[config.mk]
export PLATFORM = sky130hd
export DESIGN_NAME = sifhTop
export DESIGN_NICKNAME = d
export VERILOG_FILES = /design/src/design/sifhPkg.sv /design/src/design/sifhTop.sv /design/src/design/peakFinder.sv /design/src/design/histCtrl.sv /design/src/design/histRam.sv
export SDC_FILE = /design/constraint.sdc
export NUM_CORES = 1
export LEC_CHECK = 0
export BUFFER_PORTS_ARGS = -buffer_cell sky130_fd_sc_hd__buf_2
export CORE_MARGIN = 8
export CORE_UTILIZATION = 62
export DETAILED_ROUTE_END_ITERATION = 7
export PLACE_DENSITY = 0.81
export SLEW_MARGIN = 20
export SYNTH_ARGS = -nofsm -noshare
export SYNTH_HDL_FRONTEND = slang
export SYNTH_HIERARCHICAL = 1
export SYNTH_SLANG_ARGS = --single-unit
export TNS_END_PERCENT = 5
[constraint.sdc]
create_clock -name clk -period 3.1 [get_ports clk]
set_input_delay 0.31 -clock clk [delete_from_list [all_inputs] [get_ports clk]]
set_output_delay 0.31 -clock clk [all_outputs]
set_load 0.01 [all_outputs]
[src/design/sifhPkg.sv]
`default_nettype none

package sifhPkg;

    localparam int BIN_BITS   = 5;            // time-bin index width
    localparam int NUM_BINS   = 32;           // one counter per bin
    localparam int COUNT_BITS = 8;            // per-bin count width

    typedef logic [BIN_BITS-1:0]   binIdx_t;  // RAM address / bin number
    typedef logic [COUNT_BITS-1:0] count_t;   // photon count of one bin

    localparam count_t COUNT_MAX = '1;        // counts saturate here

    // write port of the histogram RAM
    typedef struct packed {
        logic    en;
        binIdx_t addr;
        count_t  data;
    } histWr_t;

    // peak of one frame
    typedef struct packed {
        binIdx_t bin;
        count_t  count;
    } peakResult_t;

endpackage

`default_nettype wire
[src/design/sifhTop.sv]
`default_nettype none

// single-pixel photon timing histogram with peak search
module sifhTop
    import sifhPkg::*;
(
    input  logic        clk,
    input  logic        res,
    input  logic        wrEn,
    input  binIdx_t     data,
    input  logic        frameEnd,
    output logic        busy,
    output logic        peakValid,
    output peakResult_t peak
);

    logic    rEn;
    binIdx_t raddr;
    count_t  rdata;
    histWr_t wr;
    logic    scanStart;
    logic    scanValid;
    binIdx_t scanBin;
    logic    scanLast;

    histCtrl ctrl_i (
        .clk       (clk),
        .res       (res),
        .wrEn      (wrEn),
        .data      (data),
        .frameEnd  (frameEnd),
        .rdata     (rdata),
        .rEn       (rEn),
        .raddr     (raddr),
        .wr        (wr),
        .busy      (busy),
        .scanStart (scanStart),
        .scanValid (scanValid),
        .scanBin   (scanBin),
        .scanLast  (scanLast)
    );

    histRam ram_i (
        .clk   (clk),
        .wr    (wr),
        .rEn   (rEn),
        .raddr (raddr),
        .rdata (rdata)
    );

    // reads the scanned counts straight off the RAM port
    peakFinder finder_i (
        .clk       (clk),
        .res       (res),
        .scanStart (scanStart),
        .scanValid (scanValid),
        .scanBin   (scanBin),
        .scanLast  (scanLast),
        .rdata     (rdata),
        .peakValid (peakValid),
        .peak      (peak)
    );

endmodule

`default_nettype wire

[src/design/peakFinder.sv]
`default_nettype none

// running maximum over the scanned counts
module peakFinder
    import sifhPkg::*;
(
    input  logic        clk,
    input  logic        res,
    input  logic        scanStart,
    input  logic        scanValid,
    input  binIdx_t     scanBin,
    input  logic        scanLast,
    input  count_t      rdata,
    output logic        peakValid,
    output peakResult_t peak
);

    peakResult_t best;                        // best bin so far in this scan
    peakResult_t cand;                        // best including the current bin

    // strictly greater, so ties keep the lower bin
    always_comb begin
        cand = best;
        if (scanValid && (rdata > best.count)) begin
            cand.bin   = scanBin;
            cand.count = rdata;
        end
    end

    always_ff @(posedge clk or negedge res) begin
        if (!res) begin
            best      <= '0;
            peak      <= '0;
            peakValid <= 1'b0;
        end else begin
            peakValid <= scanValid && scanLast;
            if (scanStart) begin
                best <= '0;                   // fresh search for this frame
            end else if (scanValid) begin
                best <= cand;
            end
            if (scanValid && scanLast) begin
                peak <= cand;                 // held until the next scan ends
            end
        end
    end

endmodule

`default_nettype wire

[src/design/histCtrl.sv]
`default_nettype none

// sequences event read-modify-write and the end-of-frame scan/clear
module histCtrl
    import sifhPkg::*;
(
    input  logic    clk,
    input  logic    res,
    input  logic    wrEn,
    input  binIdx_t data,
    input  logic    frameEnd,
    input  count_t  rdata,
    output logic    rEn,
    output binIdx_t raddr,
    output histWr_t wr,
    output logic    busy,
    output logic    scanStart,
    output logic    scanValid,
    output binIdx_t scanBin,
    output logic    scanLast
);

    typedef enum logic [2:0] {
        IDLE,
        UPD_READ,
        UPD_WRITE,
        SCAN,
        SCAN_TAIL
    } ctrlState_t;

    ctrlState_t state;
    logic       scanValidQ;                   // rdata holds a scanned bin
    binIdx_t    scanBinQ;                     // raddr delayed by the RAM latency
    count_t     incCount;

    assign busy      = (state != IDLE);
    assign scanStart = (state == SCAN) && (raddr == '0);  // first read on the RAM port
    assign scanValid = scanValidQ;
    assign scanBin   = scanBinQ;
    assign scanLast  = scanValidQ && (scanBinQ == binIdx_t'(NUM_BINS - 1));

    // saturating increment of the returned count
    assign incCount = (rdata == COUNT_MAX) ? COUNT_MAX : rdata + count_t'(1);

    always_ff @(posedge clk or negedge res) begin
        if (!res) begin
            state      <= IDLE;
            rEn        <= 1'b0;
            raddr      <= '0;
            scanValidQ <= 1'b0;
        end else begin
            scanValidQ <= (state == SCAN);    // one cycle behind each scan read
            case (state)
                IDLE: begin
                    if (wrEn) begin
                        rEn   <= 1'b1;
                        raddr <= data;        // raddr doubles as the event bin latch
                        state <= UPD_READ;
                    end else if (frameEnd) begin
                        rEn   <= 1'b1;
                        raddr <= '0;
                        state <= SCAN;
                    end
                end
                UPD_READ: begin
                    rEn   <= 1'b0;
                    state <= UPD_WRITE;       // count arrives next cycle
                end
                UPD_WRITE: begin
                    state <= IDLE;
                end
                SCAN: begin
                    if (raddr == binIdx_t'(NUM_BINS - 1)) begin
                        rEn   <= 1'b0;
                        state <= SCAN_TAIL;   // last count still in flight
                    end else begin
                        raddr <= raddr + binIdx_t'(1);
                    end
                end
                SCAN_TAIL: begin
                    state <= IDLE;
                end
                default: begin
                    rEn   <= 1'b0;
                    state <= IDLE;
                end
            endcase
        end
    end

    always_ff @(posedge clk) begin
        scanBinQ <= raddr;
    end

    // write port carries the updated count during an event and zero behind the scan
    always_comb begin
        wr = '0;
        case (state)
            UPD_WRITE: begin
                wr.en   = 1'b1;
                wr.addr = raddr;
                wr.data = incCount;
            end
            SCAN, SCAN_TAIL: begin
                wr.en   = scanValidQ;         // clear the bin just read out
                wr.addr = scanBinQ;
            end
            default: begin
                wr.en = 1'b0;
            end
        endcase
    end

endmodule

`default_nettype wire

[src/design/histRam.sv]
`default_nettype none

// simple dual-port histogram memory with registered read data
module histRam
    import sifhPkg::*;
(
    input  logic    clk,
    input  histWr_t wr,
    input  logic    rEn,
    input  binIdx_t raddr,
    output count_t  rdata
);

    count_t mem [NUM_BINS];                   // one count per time bin

    always_ff @(posedge clk) begin
        if (wr.en) begin
            mem[wr.addr] <= wr.data;
        end
    end

    // same-address read and write on one edge returns the old count
    always_ff @(posedge clk) begin
        if (rEn) begin
            rdata <= mem[raddr];              // valid one cycle after rEn
        end
    end

endmodule

`default_nettype wire

==> results.md <==
* Status: finished clean
* Yosys reg bits at 306
* First-pass GRT wire length at 43.84 mm
* Syn Nets at 732
* DIE WIDTH at 159.4 µm
* LEAKAGE at approximately 4.9 nW
* Largest net degree at the start of global routing at 38
* Synth top area cells: edfxtp_1, mux4_2, dfrtp_1
* WP data required at 3350 ps
* FMAX at 0.3385 GHz
* Synth Instances at a little over 700
* Normalized max-slew margin at 45.27%
* RePlAce Congestion at 0.9597
* Ant. Diodes at 0
* Number of enable flip-flop cells after synthesis at around 260
* Cell Area, Synth at 0.01275 mm²
* CTS H-tree depth at 1
* Worst-margin pin slew at between 800 and 900 ps
* Row count at 52
* Final wirelength at 28.35 mm
* Core area at 0.02023 mm²
* Critical path capture point type: flip-flop
* Setup CP Type: flip-flop to flip-flop
* Crit path arrival time at ~3200 ps
* Vias at 7135
* Fin crit period at 2954 ps
* Slew Limit Fails at 0
* Clock Tree Buf Depth at 3
* Via density at 6.606
* I/O Buffers at 23
* DRC viols at 0
* Dominant cell type by area after synthesis: edfxtp_1
* Power per standard cell area at 977.9 mW/mm²
* Sequential fraction of the synthesis area at 70.25%
* Mean Syn Cell Area at 17.93 µm²
* Initial antenna violation count at 1
* CTS tree: done
* Initial drt markers at ~860
* DR pass1 iterations at 5
* Layout area overhead at 13.95%
* Post-Route Hold Slack at between 100 and 150 ps
* Unique masters post-synth at 59
* Die ar. at ~0.025 mm²
* Worst VDD drop at 534.7 µV
* CTS Buf Count at 30
* Clk Latency, worst-skew pair at 550 ps
* Setup TNS at 0 ps
* Share of Yosys cell area claimed by the top area cell type at between 60% and 70%
* Most used standard cell by instance count after synthesis: edfxtp_1
* Share of cells above drive strength 1 at a little under a third
* Total power at 14.20 mW
* Max-cap viol count at 0
* RSZ-0062 raised after global routing: false
* Sink Count at around 310
* Vias in the first global route at 7222
* DR WL/cell at 26.25 µm
* Global route overflow at 0
* Most frequently used flop master after synthesis: edfxtp_1
* Final hold violation count at 0
* Ys async rst share at about 12%
* Synth top cells by count: edfxtp_1, mux4_2, nand2_1, nor2_1, dfrtp_1
* Post_cts resized at 0
* Final setup viols at 0
* Fin crit share at 95.29%
* GRT Total Usage at 22.48%
* Clock-pin slew on the worst setup and hold paths at approximately 60 ps
* Clock skew at 14.25 ps
* NumNets Final at a little over 800
* Crit-path max FO at 9
* Worst min-delay path category: input pin to flip-flop
* Initial cell density of the core at 62.99%
* Clk root buf: clkbuf_16
* Die Ht at 159.4 µm
* Hpwl dp at 18.04 mm
* CP Launch Type: flip-flop
* ANT nets after route at 0
* YS warnings at 6
* I/O pin cnt at 24
-- what timing repair did --
item                      4_1_cts  5_1_grt
hold buffers                    1        0
buffers inserted                0        0
hold endpoints to repair       37        0
-- worst max-delay path, stage by stage (launching register included) --
cell     delay, ps
dfrtp_1        490
inv_1          150
nor2_1         360
a22oi_1        130
o21ai_0        460
or3b_2         570
nor2_1         270
buf_4          230
-- kinds of logic after synthesis --
logic type	after synthesis	synth area share, %
DFF	306	70.25
and+or+nand+nor	146	5.615
AOI/OAI and AO/OA	98	5.409
muxes	90	15.00
buffers and inverters	56	2.346
adders and majority gates	12	1.178
xor gates and xnor gates	3	0.2062
-- cell type report --
cell class,count,area (µm²)
Tap cell,270,337.8
Inverter,16,60.06
Clock buffer,49,913.4
Timing Repair Buffer,84,625.6
Clock inverter,6,81.33
Sequential cell,306,8959
Fill cell,1165,5710
Multi-Input combinational cell,349,3547
-- per-layer routing --
metal	wire length (µm)	GRT usage [%]
met5	13	0
met2	13770	35.45
met4	1082	9.391
met3	2518	3.956
met1	10970	30.76
-- through the flow --
step | std cells | utilization [%] | area, µm² | setup slack [ps]
final | 1080 | 71.78 | 14520 | 146.0
after global placement | 1024 | 66.81 | 13520 | 373.8
after floorplan | 711 | - | 12750 | 321.0
after CTS | 1080 | 71.78 | 14520 | 255.3
after detailed placement | 1024 | 66.81 | 13520 | 286.0
after global routing | 1080 | 71.78 | 14520 | 67.79
-- power by group --
group	total, mW	internal (mW)	leakage [nW]	switching (mW)
Sequential	5.91	5.44	2.97	0.475
Combinational	4.68	1.93	1.48	2.75
Clock	3.61	2.17	0.489	1.44
-- cells in the final DEF (no fill, tap or decap), types with 6 or more instances in the layout --
master	n
edfxtp_1	264
mux4_2	80
buf_4	56
nand2_1	44
nor2_1	44
dfrtp_1	35
clkbuf_16	32
buf_2	23
nand3_1	22
a21oi_2	15
inv_1	14
o21ai_1	12
ha_1	12
o211ai_1	12
a21oi_1	11
clkbuf_1	9
o21ai_0	9
mux2_2	8
a22oi_1	6
nand3b_1	6
o311ai_1	6
o311ai_0	6
-- state kept, by name (all words and copies together), names as in the netlist --
name,count
ctrl_i/state,3
ctrl_i/raddr,5
ctrl_i/scanValid,1
finder_i/peak,13
ctrl_i/scanBin,5
finder_i/best,13
ctrl_i/rEn,1
ram_i/rdata,8
finder_i/peakValid,1
ram_i/mem,256
-- final timing paths --
check,to,depth (start not counted),startpoint,slack [ps]
max in group asynchronous,ctrl_i/raddr[0],2,res,2090
min in group asynchronous,finder_i/peak[9],2,res,400
worst max-delay path,ram_i/mem[9][7],7,ctrl_i/state[2],150
worst min-delay path,ctrl_i/state[1],3,frameEnd,120
worst min register to register,finder_i/peak[6],2,finder_i/peak[6],480
worst max register to register,ram_i/mem[9][7],7,ctrl_i/state[2],150
(Power assumes the default switching activity.)
